`config.mk`:
```
export PLATFORM = sky130hd
export DESIGN_NAME = alu_top
export DESIGN_NICKNAME = d
export VERILOG_FILES = /design/src/design/alu_pkg.sv /design/src/design/alu_decode.sv /design/src/design/alu_execute.sv /design/src/design/alu_result.sv /design/src/design/alu_top.sv
export VERILOG_INCLUDE_DIRS = /design/src /design/src/design
export SDC_FILE = /design/constraint.sdc
export NUM_CORES = 1
export LEC_CHECK = 0
export BUFFER_PORTS_ARGS = -buffer_cell sky130_fd_sc_hd__buf_4
export CORE_ASPECT_RATIO = 0.75
export CORE_MARGIN = 2
export CORE_UTILIZATION = 50
export DETAILED_ROUTE_END_ITERATION = 7
export GPL_TIMING_DRIVEN = 0
export PLACE_DENSITY = 0.67
export SLEW_MARGIN = 20
export SYNTH_ARGS = -nofsm -noshare
export SYNTH_HDL_FRONTEND = slang
export SYNTH_SLANG_ARGS = --single-unit
```
`constraint.sdc`:
```
create_clock -name clk_i -period 23.8 [get_ports clk_i]
set_clock_uncertainty 0.15 [all_clocks]
set_input_delay 1.19 -clock clk_i [delete_from_list [all_inputs] [get_ports clk_i]]
set_output_delay 1.19 -clock clk_i [all_outputs]
set_load 0.03 [all_outputs]
```
`src/design/alu_consts.svh`:
```
`ifndef ALU_CONSTS_SVH
`define ALU_CONSTS_SVH

// operand and result width, Q6.10
`define ALU_DATA_W 16

`define ALU_FRAC_W 10 // fraction bits

// raw opcode width on the port
`define ALU_OP_W 3

// saturation limits
`define ALU_SAT_MAX ({1'b0, {(`ALU_DATA_W-1){1'b1}}})
`define ALU_SAT_MIN ({1'b1, {(`ALU_DATA_W-1){1'b0}}})

`endif

```
`src/design/alu_pkg.sv`:
```
`default_nettype none

`include "alu_consts.svh"

package alu_pkg;

        // decoded operation, raw codes 3/5/6/7 land on op_illegal
        typedef enum logic [`ALU_OP_W-1:0] {
                op_add     = `ALU_OP_W'd0,
                op_sub     = `ALU_OP_W'd1,
                op_mul     = `ALU_OP_W'd2,
                op_clz     = `ALU_OP_W'd4,
                op_illegal = `ALU_OP_W'd7
        } alu_op_e;

        typedef struct packed {
                alu_op_e                       op;
                logic signed [`ALU_DATA_W-1:0] a;
                logic signed [`ALU_DATA_W-1:0] b;
        } alu_req_t;

        typedef struct packed {
                logic signed [`ALU_DATA_W-1:0] data;
                logic                          err;
        } alu_res_t;

        // result stage handshake state
        typedef enum logic [1:0] {
                hs_idle = 2'd0,
                hs_busy = 2'd1,
                hs_ack  = 2'd2
        } hs_state_e;

endpackage

`default_nettype wire

```
`src/design/alu_decode.sv`:
```
`timescale 1ns/1ps
`default_nettype none

`include "alu_consts.svh"

module alu_decode (
        input  wire logic                          clk_i,
        input  wire logic                          rst_n_i,
        input  wire logic                          req_i,
        input  wire logic [`ALU_OP_W-1:0]          op_i,
        input  wire logic signed [`ALU_DATA_W-1:0] src_a_i,
        input  wire logic signed [`ALU_DATA_W-1:0] src_b_i,
        input  wire logic                          idle_i,
        output logic                               dec_valid_o,
        output alu_pkg::alu_req_t                  dec_o
);

        logic              accept;
        alu_pkg::alu_op_e  op_dec;

        // result stage leaves idle on this same edge
        assign accept = req_i && idle_i;

        always_comb begin
                case (op_i)
                        `ALU_OP_W'd0: op_dec = alu_pkg::op_add;
                        `ALU_OP_W'd1: op_dec = alu_pkg::op_sub;
                        `ALU_OP_W'd2: op_dec = alu_pkg::op_mul;
                        `ALU_OP_W'd4: op_dec = alu_pkg::op_clz;
                        default:      op_dec = alu_pkg::op_illegal; // gelu, sort, spare codes
                endcase
        end

        always_ff @(posedge clk_i) begin
                if (!rst_n_i) begin
                        dec_valid_o <= 1'b0;
                end else begin
                        dec_valid_o <= accept; // one cycle per accepted req
                end
        end

        // operands only move on an accept
        always_ff @(posedge clk_i) begin
                if (accept) begin
                        dec_o.op <= op_dec;
                        dec_o.a  <= src_a_i;
                        dec_o.b  <= src_b_i;
                end
        end

endmodule

`default_nettype wire

```
`src/design/alu_execute.sv`:
```
`timescale 1ns/1ps
`default_nettype none

`include "alu_consts.svh"

module alu_execute (
        input  wire logic              clk_i,
        input  wire logic              rst_n_i,
        input  wire logic              dec_valid_i,
        input  wire alu_pkg::alu_req_t dec_i,
        output logic                   res_valid_o,
        output alu_pkg::alu_res_t      res_o
);

        localparam int PROD_W  = 2 * `ALU_DATA_W;
        localparam int TOP_LSB = `ALU_FRAC_W + `ALU_DATA_W - 1; // sign of the kept slice
        localparam int CNT_W   = $clog2(`ALU_DATA_W + 1);

        localparam logic signed [PROD_W-1:0]  ULP  = PROD_W'(1) << `ALU_FRAC_W;
        localparam logic [`ALU_FRAC_W-1:0]    HALF = {1'b1, {(`ALU_FRAC_W-1){1'b0}}};

        logic signed [`ALU_DATA_W-1:0] src_a;
        logic signed [`ALU_DATA_W-1:0] src_b;
        logic signed [`ALU_DATA_W-1:0] sum;
        logic signed [`ALU_DATA_W-1:0] diff;
        logic                          add_ovf;
        logic                          sub_ovf;
        logic signed [PROD_W-1:0]      prod;
        logic signed [PROD_W-1:0]      prod_rnd;
        logic [`ALU_FRAC_W-1:0]        frac;
        logic                          round_up;
        logic [PROD_W-TOP_LSB-1:0]     mul_top;
        logic                          mul_ovf;
        logic [CNT_W-1:0]              lz;
        alu_pkg::alu_res_t             res_d;

        assign src_a = dec_i.a;
        assign src_b = dec_i.b;

        // wrap first, then look at the signs
        assign sum     = src_a + src_b;
        assign diff    = src_a - src_b;
        assign add_ovf = (src_a[`ALU_DATA_W-1] == src_b[`ALU_DATA_W-1]) &&
                         (sum[`ALU_DATA_W-1] != src_a[`ALU_DATA_W-1]);
        assign sub_ovf = (src_a[`ALU_DATA_W-1] != src_b[`ALU_DATA_W-1]) &&
                         (diff[`ALU_DATA_W-1] != src_a[`ALU_DATA_W-1]);

        assign prod = src_a * src_b;
        assign frac = prod[`ALU_FRAC_W-1:0];

        // half-to-even at the fraction boundary
        assign round_up = (frac > HALF) || ((frac == HALF) && prod[`ALU_FRAC_W]);
        assign prod_rnd = round_up ? prod + ULP : prod;

        // bits above the kept slice must all match its sign
        assign mul_top = prod_rnd[PROD_W-1:TOP_LSB];
        assign mul_ovf = !((&mul_top) || !(|mul_top));

        // highest set bit wins, 16 when nothing is set
        always_comb begin
                lz = CNT_W'(`ALU_DATA_W);
                for (int i = 0; i < `ALU_DATA_W; i++) begin
                        if (src_a[i])
                                lz = CNT_W'(`ALU_DATA_W - 1 - i);
                end
        end

        always_comb begin
                res_d = '0;
                case (dec_i.op)
                        alu_pkg::op_add: begin
                                if (add_ovf)
                                        res_d.data = src_a[`ALU_DATA_W-1] ? `ALU_SAT_MIN : `ALU_SAT_MAX;
                                else
                                        res_d.data = sum;
                        end
                        alu_pkg::op_sub: begin
                                if (sub_ovf)
                                        res_d.data = src_a[`ALU_DATA_W-1] ? `ALU_SAT_MIN : `ALU_SAT_MAX;
                                else
                                        res_d.data = diff;
                        end
                        alu_pkg::op_mul: begin
                                if (mul_ovf)
                                        res_d.data = prod_rnd[PROD_W-1] ? `ALU_SAT_MIN : `ALU_SAT_MAX;
                                else
                                        res_d.data = prod_rnd[`ALU_FRAC_W +: `ALU_DATA_W];
                        end
                        alu_pkg::op_clz: res_d.data = {{(`ALU_DATA_W-CNT_W){1'b0}}, lz};
                        default:         res_d.err  = 1'b1; // data stays zero
                endcase
        end

        always_ff @(posedge clk_i) begin
                if (!rst_n_i) begin
                        res_valid_o <= 1'b0;
                end else begin
                        res_valid_o <= dec_valid_i;
                end
        end

        always_ff @(posedge clk_i) begin
                if (dec_valid_i)
                        res_o <= res_d;
        end

endmodule

`default_nettype wire

```
`src/design/alu_result.sv`:
```
`timescale 1ns/1ps
`default_nettype none

`include "alu_consts.svh"

module alu_result (
        input  wire logic                          clk_i,
        input  wire logic                          rst_n_i,
        input  wire logic                          req_i,
        input  wire logic                          accept_i,
        input  wire logic                          res_valid_i,
        input  wire alu_pkg::alu_res_t             res_i,
        output logic                               idle_o,
        output logic                               ack_o,
        output logic signed [`ALU_DATA_W-1:0]      data_o,
        output logic                               err_o
);

        alu_pkg::hs_state_e state_q;
        alu_pkg::hs_state_e state_d;
        logic               dec_seen_q; // decode launched the op now in flight
        logic               take;

        assign idle_o = (state_q == alu_pkg::hs_idle);
        assign ack_o  = (state_q == alu_pkg::hs_ack);
        assign take   = (state_q == alu_pkg::hs_busy) && res_valid_i && dec_seen_q;

        always_comb begin
                state_d = state_q;
                case (state_q)
                        alu_pkg::hs_idle: if (req_i) state_d = alu_pkg::hs_busy; // decode accepts too
                        alu_pkg::hs_busy: if (take)  state_d = alu_pkg::hs_ack;
                        alu_pkg::hs_ack:  if (!req_i) state_d = alu_pkg::hs_idle;
                        default:          state_d = alu_pkg::hs_idle;
                endcase
        end

        always_ff @(posedge clk_i) begin
                if (!rst_n_i) begin
                        state_q    <= alu_pkg::hs_idle;
                        dec_seen_q <= 1'b0;
                        data_o     <= '0;
                        err_o      <= 1'b0;
                end else begin
                        state_q <= state_d;
                        if (accept_i)
                                dec_seen_q <= 1'b1;
                        else if (take)
                                dec_seen_q <= 1'b0;
                        // answer holds until the next one lands
                        if (take) begin
                                data_o <= res_i.data;
                                err_o  <= res_i.err;
                        end
                end
        end

endmodule

`default_nettype wire

```
`src/design/alu_top.sv`:
```
`timescale 1ns/1ps
`default_nettype none

`include "alu_consts.svh"

module alu_top (
        input  wire logic                          clk_i,
        input  wire logic                          rst_n_i,
        input  wire logic                          req_i,
        input  wire logic [`ALU_OP_W-1:0]          op_i,
        input  wire logic signed [`ALU_DATA_W-1:0] src_a_i,
        input  wire logic signed [`ALU_DATA_W-1:0] src_b_i,
        output logic                               ack_o,
        output logic signed [`ALU_DATA_W-1:0]      data_o,
        output logic                               err_o
);

        alu_pkg::alu_req_t dec;
        alu_pkg::alu_res_t res;
        logic              dec_valid;
        logic              res_valid;
        logic              idle;

        alu_decode u_decode (
                .clk_i       (clk_i),
                .rst_n_i     (rst_n_i),
                .req_i       (req_i),
                .op_i        (op_i),
                .src_a_i     (src_a_i),
                .src_b_i     (src_b_i),
                .idle_i      (idle),
                .dec_valid_o (dec_valid),
                .dec_o       (dec)
        );

        alu_execute u_execute (
                .clk_i       (clk_i),
                .rst_n_i     (rst_n_i),
                .dec_valid_i (dec_valid),
                .dec_i       (dec),
                .res_valid_o (res_valid),
                .res_o       (res)
        );

        // accept pulse doubles as decode's valid strobe
        alu_result u_result (
                .clk_i       (clk_i),
                .rst_n_i     (rst_n_i),
                .req_i       (req_i),
                .accept_i    (dec_valid),
                .res_valid_i (res_valid),
                .res_i       (res),
                .idle_o      (idle),
                .ack_o       (ack_o),
                .data_o      (data_o),
                .err_o       (err_o)
        );

endmodule

`default_nettype wire

```
### After elaboration in Yosys (flattened, before gate mapping)

Cells that the tools add are included.

| cells by class | value |
|---|---|
| add/sub/neg operators | 3 |
| multipliers | 1 |
| divide/modulo/power cells | 0 |
| magnitude comparators | 1 |
| equal/unequal tests | 16 |
| shift-type cells | 0 |
| multiplexer cells | 31 |
| bitwise logic cells | 0 |
| reductions and logical operators | 17 |

Operators by type and width:

| kind | count |
|---|---|
| two-way mux 16 bit | 5 |
| two-way mux 5 bit | 16 |
| case mux 16 bit (4 select lines) | 1 |
| adder 32 x 12 -> 32 bit, second input constant | 1 |
| multiplier 16 x 16 -> 32 bit | 1 |
| two-way mux 32 bit | 1 |
| adder 16 bit | 1 |
| subtractor 16 bit | 1 |
| case mux 3 bit (4 select lines) | 1 |
| == test 10 bit, second input constant | 1 |
| > comparator 10 bit, second input constant | 1 |
| AND reduction 7 bit | 1 |
| OR reduction 7 bit | 1 |
| == test 3 x 1 -> 1 bit, second input constant | 2 |
| == test 3 x 2 -> 1 bit, second input constant | 2 |
| == test 3 bit, second input constant | 2 |
| logical AND 1 bit | 6 |
| logical NOT 3 bit | 2 |
| two-way mux 2 bit | 3 |
| case mux 2 bit (3 select lines) | 1 |
| inequality test 2 bit, second input constant | 2 |
| OR reduction 4 bit | 1 |
| two-way mux 1 bit | 3 |
| inequality test 1 bit | 3 |
| 9 further kinds | 10 |

| word-level totals | value |
|---|---|
| bits in registers | 74 |
| latch bits | 0 |
| bits in writable memories | 0 |
| memory bits (read-only) | 0 |
| bits of input ports | 38 |
| output and inout bits | 18 |
| logic and storage cells | 80 |
| memories | 0 |

### Depth between registers and ports, before layout

Gate-level depths: netlist (run 1).

| logic depth | value |
|---|---|
| depth after elaboration | 17 |
| depth in mapped cells | 31 |

### Cells and area by module

From an unflattened synthesis (run 1), not the netlist that was laid out.

| unflattened totals | value |
|---|---|
| cells, all modules | 1688 |
| area total of the unflattened synthesis | 15259.6 sq um |

By module, submodules not included:

| module | times used | cells each | area each (sq um) |
|---|---|---|---|
| alu_execute | 1 | 1560 | 13336.5 |
| alu_decode | 1 | 41 | 1106.1 |
| alu_result | 1 | 87 | 817.0 |

### Worst setup path before layout (run 1)

OpenSTA, ideal clock, no wires.

| timing | value |
|---|---|
| kind | flip-flop to flip-flop |
| from | register u_decode.dec_o[31] (netlist name) |
| to | register u_execute.res_o[11] (netlist name), data pin |
| library setup time | 0.271 ns |
| arrival | 7.526 ns |
| required time | 23.379 ns |
| setup slack | 15.853 ns |
| cell stages (with the launch flop) | 29 |
| buffers on the path | 4 |
| clock period less this slack | 7.947 ns |
| path through | edfxtp_1 clkbuf_1 clkbuf_1 nand2_1 inv_1 fa_1 inv_1 fa_1 inv_1 fa_1 fa_1 fa_1 inv_1 fa_1 inv_1 ha_1 buf_2 a211o_1 nor3_1 a211oi_2 and4_1 and3b_1 nor4_1 nand4_1 nor3_2 xor2_1 o41ai_4 buf_4 o2111ai_1 |

RTL lines:

| item | line | text |
|---|---|---|
| start, declared | alu_decode.sv:15 | `output alu_pkg::alu_req_t dec_o` |
| end signal, assigned | alu_execute.sv:104 | `res_o <= res_d;` |
| end, declared | alu_execute.sv:12 | `output alu_pkg::alu_res_t res_o` |

==> results of run 1 <==
==> how the worst max path moves through the flow <==
stage                                             from                       endpoint  slack (ns)  cells past startpoint
final                     u_decode.dec_o[31]$_DFFE_PP_  u_execute.res_o[13]$_DFFE_PP_       13.86                     25
after floorplan           u_decode.dec_o[31]$_DFFE_PP_  u_execute.res_o[11]$_DFFE_PP_       15.85                     28
after CTS                 u_decode.dec_o[31]$_DFFE_PP_  u_execute.res_o[13]$_DFFE_PP_       14.00                     25
after global placement    u_decode.dec_o[31]$_DFFE_PP_  u_execute.res_o[13]$_DFFE_PP_       14.30                     25
after global routing      u_decode.dec_o[31]$_DFFE_PP_  u_execute.res_o[13]$_DFFE_PP_       13.47                     25
after detailed placement  u_decode.dec_o[31]$_DFFE_PP_  u_execute.res_o[13]$_DFFE_PP_       14.06                     25
==> metrics by stage <==
stage          hold slack (ns)  cells
3_5_place_dp             0.310   2121
4_1_cts                  0.319   2137
3_3_place_gp             0.304   2117
2_1_floorplan            0.338   1663
6_report                 0.315   2137
5_1_grt                  0.355   2137
==> layout make-up <==
class	instances	share of cell area, %
multi-input combinational	1196	71.2
sequential	74	12.2
inverter	327	7.48
tap	399	3.04
timing repair buffer	59	2.72
buffer	66	1.63
clock buffer	11	1.48
clock inverter	5	0.229
==> synthesized netlist by cell type (3+ instances only) <==
| cell type | n |
|---|---|
| a21oi_1 | 72 |
| o31ai_1 | 5 |
| ha_1 | 114 |
| nor3_1 | 25 |
| nor2b_1 | 12 |
| nand2b_1 | 11 |
| and3_1 | 7 |
| or3_1 | 9 |
| edfxtp_1 | 52 |
| o211ai_1 | 4 |
| a31oi_1 | 7 |
| nand3b_1 | 3 |
| nor2_1 | 89 |
| o2111ai_1 | 11 |
| buf_2 | 7 |
| a21boi_0 | 19 |
| dfxtp_1 | 22 |
| a31o_2 | 3 |
| xnor2_2 | 3 |
| o41ai_1 | 3 |
| mux2i_1 | 4 |
| fa_1 | 265 |
| inv_1 | 325 |
| clkbuf_1 | 56 |
| o21bai_1 | 9 |
| nand2_1 | 187 |
| a211o_1 | 5 |
| and4_1 | 4 |
| nor4_1 | 9 |
| o21ai_0 | 32 |
| xor2_1 | 28 |
| a21o_1 | 25 |
| nand3_1 | 19 |
| and2_1 | 89 |
| xnor2_1 | 38 |
| o21a_1 | 6 |
| a211oi_1 | 6 |
| nand4_1 | 4 |
| o211ai_2 | 7 |
| or4_1 | 6 |
==> worst reg2reg max path: stages (launching register included) <==
cell and delay [ns]:
edfxtp_1 0.49, clkbuf_1 0.48, clkbuf_1 0.60, nand2_1 0.21
inv_1 0.18, fa_1 0.54, inv_1 0.18, fa_1 0.41
inv_1 0.38, fa_1 0.55, fa_1 0.63, fa_1 0.44
fa_1 0.53, ha_1 0.27, a211o_1 0.31, nor3_1 0.21
a211oi_2 0.13, and4_1 0.29, and3b_1 0.20, nor4_1 0.58
nand4_1 0.37, nor3_2 0.28, xor2_1 0.14, o41ai_4 0.65
buf_4 0.31, o2111ai_1 0.15
==> state kept, by name, summed over array words and instances (netlist names) <==
signal / count
u_result.err_o: 1
u_result.state_q: 2
u_decode.dec_o: 35
u_execute.res_o: 17
u_result.dec_seen_q: 1
u_execute.res_valid_o: 1
u_result.data_o: 16
u_decode.dec_valid_o: 1
==> per-layer routing <==
layer	wire [µm]	GRT usage (%)	vias to the layer above
li1	-	-	5448
met1	18800	40.6	5945
met2	18500	43.1	472
met3	3600	6.91	80
met4	1470	9.97	0
met5	0	0	-
==> logic make-up (layout without fill, tap and decap cells) <==
| logic type | count (synthesis) | after routing | synth area share, % |
|---|---|---|---|
| buffers and inverters | 393 | 468 | 9.86 |
| XOR/XNOR | 69 | 69 | 4.13 |
| AO/OA/AOI/OAI | 250 | 250 | 11.9 |
| adder cells (fa/ha/maj) | 379 | 379 | 44.4 |
| AND/OR/NAND/NOR | 492 | 492 | 16.1 |
| flip-flops | 74 | 74 | 13.2 |
| multiplexers | 6 | 6 | 0.412 |
==> results_dict.tcl, run 1 <==
set metrics [dict create \
    outcome "finished clean" \
    cts_made_buffers 9 \
    grtUsageTotal_pct 28.6 \
    post-route-util_pct 54.7 \
    design_area_um2 16400 \
    syn_area_per_cell_um2 9.12 \
    drc 0 \
    end_kind "register" \
    multiInputGateArea_um2 11700 \
    cts_setup_buffers 0 \
    clk_pin_slew_ns 0.06 \
    synth_seq_area_share_pct 13.2 \
    dpl.hpwl_mm 35.3 \
    pre_cts_ws_ns 14.06 \
    arrival_ns 9.88 \
    dr_total_vias 11945 \
    drt-initial-drc-count 1035 \
    cp.buffers_inverters 6 \
    coreArea_um2 30000 \
    final_common_cell "inv_1" \
    initial_core_util_pct 50.6 \
    dieArea_um2 31800 \
    worst_slack_ns 13.86 \
    reg2regPathDepth 25 \
    ys.flop_type "edfxtp_1" \
    grt.overflow.total 0 \
    reg2reg_from "u_decode.dec_o[31]$_DFFE_PP_" \
    cpMaxStageDelayCell "o41ai_4" \
    min-delay-start "u_result.data_o[14]$_SDFFE_PN0P_" \
    relSlewSlack_pct 31.1 \
    rows 55 \
    critPathMaxFanout 10 \
    finalHoldViolations 0 \
    yosysWarnings 0 \
    timing.setup.tns_ns 0 \
    register_area_um2 2000 \
    drive_gt1_share_pct 7.19 \
    synthArstFlopShare_pct 0 \
    cts-resized-gates 0 \
    grt_first_pass_wirelength_mm 68.7 \
    r2r_end "u_execute.res_o[13]$_DFFE_PP_" \
    num_antenna_cells 0 \
    synth_top_cell_area_share_pct 35.0 \
    crit_family "adder cells" \
    fmax_ghz 0.101 \
    tightestPinTransition_ns 1.01 \
    syn2layout_area_growth_pct 8.12 \
    wl_per_cell_um 19.9 \
    syn_inst 1663 \
    rsz0062_at_grt "no" \
    clk_latency_ns 0.38 \
    cts_tree "done" \
    syn_area_um2 15200 \
    die_width_um 205 \
    max-cap-violations 0 \
    path_class "reg -> reg" \
    via_per_inst 5.59 \
    r2r_setup_slack_ns 13.86 \
    synth_seq_cells 74 \
    placed_area_um2 16100 \
    htree_levels 3 \
    mappedNetlistNets 2080 \
    dr.pass1.iters 6 \
    grt_pass1_vias 12498 \
    ys_top_cells_by_area "fa_1 (35%), edfxtp_1 (10%), ha_1 (9.4%), inv_1 (8.0%), nand2_1 (4.6%)" \
    cts_sinks 74 \
    finalCriticalPeriod_ns 9.94 \
    start_kind "register" \
    ctsLongestPathBuffers 2 \
    cts_hold_buf 0 \
    setup_violations 0 \
    nNetsFinal 2150 \
    antenna_found_initial 1 \
    min_to "u_result.data_o[14]$_SDFFE_PN0P_" \
    n_fill_cell 2797 \
    drv_slew 0 \
    cts-root-buf "clkbuf_16" \
    mostFrequentLayoutCells "inv_1 (325), fa_1 (265), nand2_1 (187)" \
    hp-class "reg -> reg" \
    synth_edf_count 52 \
    io_buffers 55 \
    cpMostUsedCell "fa_1" \
    place_congestion 0.968 \
    yosys.area.top_type "fa_1" \
    cp.required_ns 23.74 \
    wirelength_mm 42.4 \
    die_h_um 155 \
    ys_types 90 \
    grt_max_degree 20 \
    pin_count 56 \
    holdPathStages 2 \
    finalCritPeriodShare_pct 41.8 \
    ant_nets 0 \
    cpPeakStageDelay_ns 0.65 \
]
Power of run 1 is not shown: default switching activity piles up to over one toggle a cycle in this logic, so the estimate is an artifact.
==> run 2: changes to the inputs <==
- clock period: 23.8 -> 9.8 ns (I/O delays scaled with it)
==> results_dict.tcl, run 2 (synthesized netlist as in run 1, its figures left out) <==
set metrics [dict create \
    setup_violations 0 \
    reg2reg_from "u_decode.dec_o[31]$_DFFE_PP_" \
    critPathMaxFanout 10 \
    wirelength_met1_mm 18.8 \
    die_h_um 155 \
    dieArea_um2 31800 \
    antenna_found_initial 1 \
    dpl.hpwl_mm 35.3 \
    tightestPinTransition_ns 1.01 \
    end_kind "register" \
    coreArea_um2 30000 \
    post-route-util_pct 54.7 \
    relSlewSlack_pct 31.1 \
    rows 55 \
    clk_pin_slew_ns 0.07 \
    cts-resized-gates 1 \
    cts_setup_buffers 0 \
    crit_family "adder cells" \
    cts_made_buffers 9 \
    min-delay-start "src_a_i[6]" \
    wl_met2_mm 18.6 \
    cpMostUsedCell "fa_1" \
    drive_gt1_share_pct 7.42 \
    cpPeakStageDelay_ns 0.73 \
    grtUsageTotal_pct 28.6 \
    cpMaxStageDelayCell "fa_1" \
    cts_sinks 74 \
    drt-initial-drc-count 1023 \
    largest_reg_flops 35 \
    wirelength_mm 42.4 \
    dr_wl_met3_mm 3.57 \
    n_fill_cell 2792 \
    drv_slew 0 \
    reg_top3 "u_decode.dec_o (35), u_execute.res_o (17), u_result.data_o (16)" \
    nNetsFinal 2150 \
    cts_hold_buf 0 \
    clk_latency_ns 0.38 \
    htree_levels 3 \
    outcome "finished clean" \
    grt.overflow.total 0 \
    cp.buffers_inverters 6 \
    initial_core_util_pct 50.6 \
    cp.required_ns 9.74 \
    finalCriticalPeriod_ns 9.39 \
    cts_tree "done" \
    ctsLongestPathBuffers 2 \
    syn2layout_area_growth_pct 8.23 \
    die_width_um 205 \
    max-cap-violations 0 \
    cts-root-buf "clkbuf_16" \
    fmax_ghz 0.106 \
    top_layer "met4" \
    path_class "reg -> reg" \
    arrival_ns 9.33 \
    drc 0 \
    via_per_inst 5.59 \
    finalCritPeriodShare_pct 95.8 \
    regMostFlops "u_decode.dec_o" \
    pin_count 56 \
    wl_per_cell_um 19.8 \
    dr_total_vias 11951 \
    place_congestion 0.968 \
    io_buffers 55 \
    finalHoldViolations 0 \
    timing.setup.tns_ns 0 \
    start_kind "register" \
    mostFrequentLayoutCells "inv_1 (324), fa_1 (265), nand2_1 (187)" \
    dr.pass1.iters 5 \
    grt_first_pass_wirelength_mm 68.7 \
    rsz0062_at_grt "no" \
    grt_pass1_vias 12498 \
    grt_max_degree 20 \
    final_common_cell "inv_1" \
    hp-class "in -> reg" \
    worstSetupStartpoint "u_decode.dec_o[31]$_DFFE_PP_" \
    ant_nets 0 \
]
[run 2: cell count changes in the layout (fill, tap and decap cells not counted), sizes merged]
cell / before / now
clkinvlp: 0 / 1
diode: 0 / 2
inv: 327 / 326
[run 2: final timing paths]
check                                                         to  slack (ns)  cells after the start
worst max-delay path               u_execute.res_o[13]$_DFFE_PP_        0.41                     25
worst min-delay path                u_decode.dec_o[22]$_DFFE_PP_        0.13                      1
worst max register to register     u_execute.res_o[13]$_DFFE_PP_        0.41                     25
worst min register to register  u_result.data_o[14]$_SDFFE_PN0P_        0.31                      2
[run 2: worst reg2reg max path: cells and delay by family (launching register included)]
kind            cells  cell delay (ns)
compound gates      4             1.24
xor+xnor            1             0.14
fa+ha+maj           7             3.78
buf+inv             6             1.42
flops               1             0.51
simple gates        7             1.87
[run 2: layout make-up]
class                      instances  area, µm²  area share, %
clock inverter                     5       37.5          0.229
clock buffer                      11        243           1.48
timing repair buffer              59        447           2.72
sequential                        74       2000           12.2
multi-input combinational       1196      11700           71.2
buffer                            66        270           1.65
inverter                         327       1230           7.50
antenna                            2       5.00         0.0305
tap                              399        499           3.04
[run 2: per-stage QoR]
step / instance area (µm²) / cells / hold slack [ns] / worst slack (ns)
finish: 16400 / 2139 / 0.135 / 0.410
global route: 16400 / 2137 / 0.126 / 0.00863
CTS: 16400 / 2137 / 0.121 / 0.225
detailed placement: 16100 / 2121 / 0.310 / 0.0628
global placement: 16100 / 2117 / 0.304 / 0.304
floorplan: 15200 / 1663 / 0.338 / 1.85
[run 2: per-layer routing]
metal | global-route usage [%] | vias up
met5 | 0 | -
met4 | 9.97 | 0
met3 | 6.91 | 80
met2 | 43.1 | 473
met1 | 40.6 | 5947
li1 | - | 5451
Power of run 2 is left out for the same reason.
==> run 3: changes to the inputs <==
--- a/config.mk
+++ b/config.mk
@@ -10,3 +10,2 @@
 export CORE_ASPECT_RATIO = 0.75
-export CORE_MARGIN = 2
 export CORE_UTILIZATION = 50
==> constraint.sdc (replaced) <==
create_clock -name clk_i -period 9.8 [get_ports clk_i]
set_clock_uncertainty 0.15 [all_clocks]
set_input_delay 2.45 -clock clk_i [delete_from_list [all_inputs] [get_ports clk_i]]
set_output_delay 2.45 -clock clk_i [all_outputs]
set_load 0.03 [all_outputs]
==> results_dict.tcl, run 3 (synthesized netlist as in run 1, its figures left out) <==
set metrics [dict create \
    outcome "finished clean" \
    hp-class "reg -> reg" \
    n_fill_cell 2684 \
    largest_reg_flops 35 \
    initial_core_util_pct 51.5 \
    die_width_um 203 \
    mostFrequentLayoutCells "inv_1 (324), fa_1 (265), nand2_1 (187)" \
    via_per_inst 5.59 \
    num_antenna_cells 0 \
    reg2regPathDepth 27 \
    rows 54 \
    drv_slew 0 \
    clk_latency_ns 0.38 \
    dpl.hpwl_mm 35.0 \
    finalHoldViolations 0 \
    ctsLongestPathBuffers 2 \
    cts_sinks 74 \
    rsz0062_at_grt "no" \
    max-cap-violations 0 \
    placed_area_um2 16100 \
    regMostFlops "u_decode.dec_o" \
    dr_total_vias 11909 \
    finalCriticalPeriod_ns 9.37 \
    grtUsageTotal_pct 28.8 \
    clk_pin_slew_ns 0.08 \
    post-route-util_pct 55.9 \
    multiInputGateArea_um2 11700 \
    register_area_um2 2000 \
    cts_hold_buf 0 \
    grt_max_degree 20 \
    fmax_ghz 0.107 \
    start_kind "register" \
    wl_per_cell_um 19.7 \
    drc 0 \
    path_class "reg -> reg" \
    cts_made_buffers 9 \
    htree_levels 3 \
    nNetsFinal 2150 \
    ant_nets 0 \
    timing.setup.tns_ns 0 \
    cts_tree "done" \
    coreArea_um2 29500 \
    drive_gt1_share_pct 7.48 \
    relSlewSlack_pct 41.0 \
    final_common_cell "inv_1" \
    cts-root-buf "clkbuf_16" \
    holdPathStages 2 \
    pin_count 56 \
    grt.overflow.total 0 \
    arrival_ns 9.31 \
    tightestPinTransition_ns 0.863 \
    cp.required_ns 9.74 \
    drt-initial-drc-count 1049 \
    grt_pass1_vias 12177 \
    end_kind "register" \
    grt_first_pass_wirelength_mm 68.1 \
    wirelength_mm 42.0 \
    io_buffers 55 \
    critPathMaxFanout 10 \
    antenna_found_initial 0 \
    finalCritPeriodShare_pct 95.6 \
    dieArea_um2 31000 \
    die_h_um 153 \
    reg_top3 "u_decode.dec_o (35), u_execute.res_o (17), u_result.data_o (16)" \
    dr.pass1.iters 5 \
    place_congestion 0.961 \
    setup_violations 0 \
    design_area_um2 16500 \
    whs_ns 0.312 \
    syn2layout_area_growth_pct 8.48 \
]
==> run 3: layout make-up <==
| class | count | area share [%] |
|---|---|---|
| Multi-Input combinational cell | 1196 | 71.0 |
| Sequential cell | 74 | 12.2 |
| Inverter | 327 | 7.48 |
| Tap cell | 392 | 2.98 |
| Timing Repair Buffer | 59 | 2.71 |
| Buffer | 66 | 1.64 |
| Clock buffer | 11 | 1.60 |
| Clock inverter | 5 | 0.411 |
==> run 3: critical path: stages, from the launching register on <==
cell and delay, ns:
edfxtp_1 0.42, clkbuf_1 0.46, clkbuf_1 0.67, and2_1 0.25, fa_1 0.43, inv_1 0.08
fa_1 0.44, fa_1 0.51, inv_1 0.05, fa_1 0.51, fa_1 0.49, inv_1 0.05
fa_1 0.48, inv_1 0.07, ha_1 0.42, nand2_1 0.10, nor2_1 0.32, a31oi_1 0.29
nor2_1 0.24, xnor2_1 0.16, nor3_1 0.56, nand4_1 0.44, nor2_1 0.21, o2bb2ai_1 0.13
a21oi_1 0.08, o41ai_4 0.59, buf_4 0.30, o2111ai_1 0.14
==> run 3: final timing paths <==
check	start	end	slack [ns]
max	u_decode.dec_o[23]$_DFFE_PP_	u_execute.res_o[13]$_DFFE_PP_	0.43
min	u_result.data_o[7]$_SDFFE_PN0P_	u_result.data_o[7]$_SDFFE_PN0P_	0.31
max reg2reg	u_decode.dec_o[23]$_DFFE_PP_	u_execute.res_o[13]$_DFFE_PP_	0.43
min reg2reg	u_result.data_o[7]$_SDFFE_PN0P_	u_result.data_o[7]$_SDFFE_PN0P_	0.31
==> run 3: timing repair <==
action,4_1_cts,5_1_grt
endpoints found under the setup margin,0,15
gates resized for setup,0,6
setup buffers,0,0
==> run 3: per-layer routing <==
metal  GRT usage, %  part of all wire (%)  routed length, µm
met1           41.7                    44              18500
met5              0                     0                  0
met3           6.18                   9.1               3820
met2           44.5                    45              18800
met4           6.30                   2.1                888
==> run 3: per-stage QoR <==
step                cells  worst slack (ns)
floorplan            1663              1.85
global placement     2110             0.177
detailed placement   2114             0.155
CTS                  2130            0.0446
global route         2130             0.108
finish               2130             0.428
Power of run 3 is left out for the same reason.
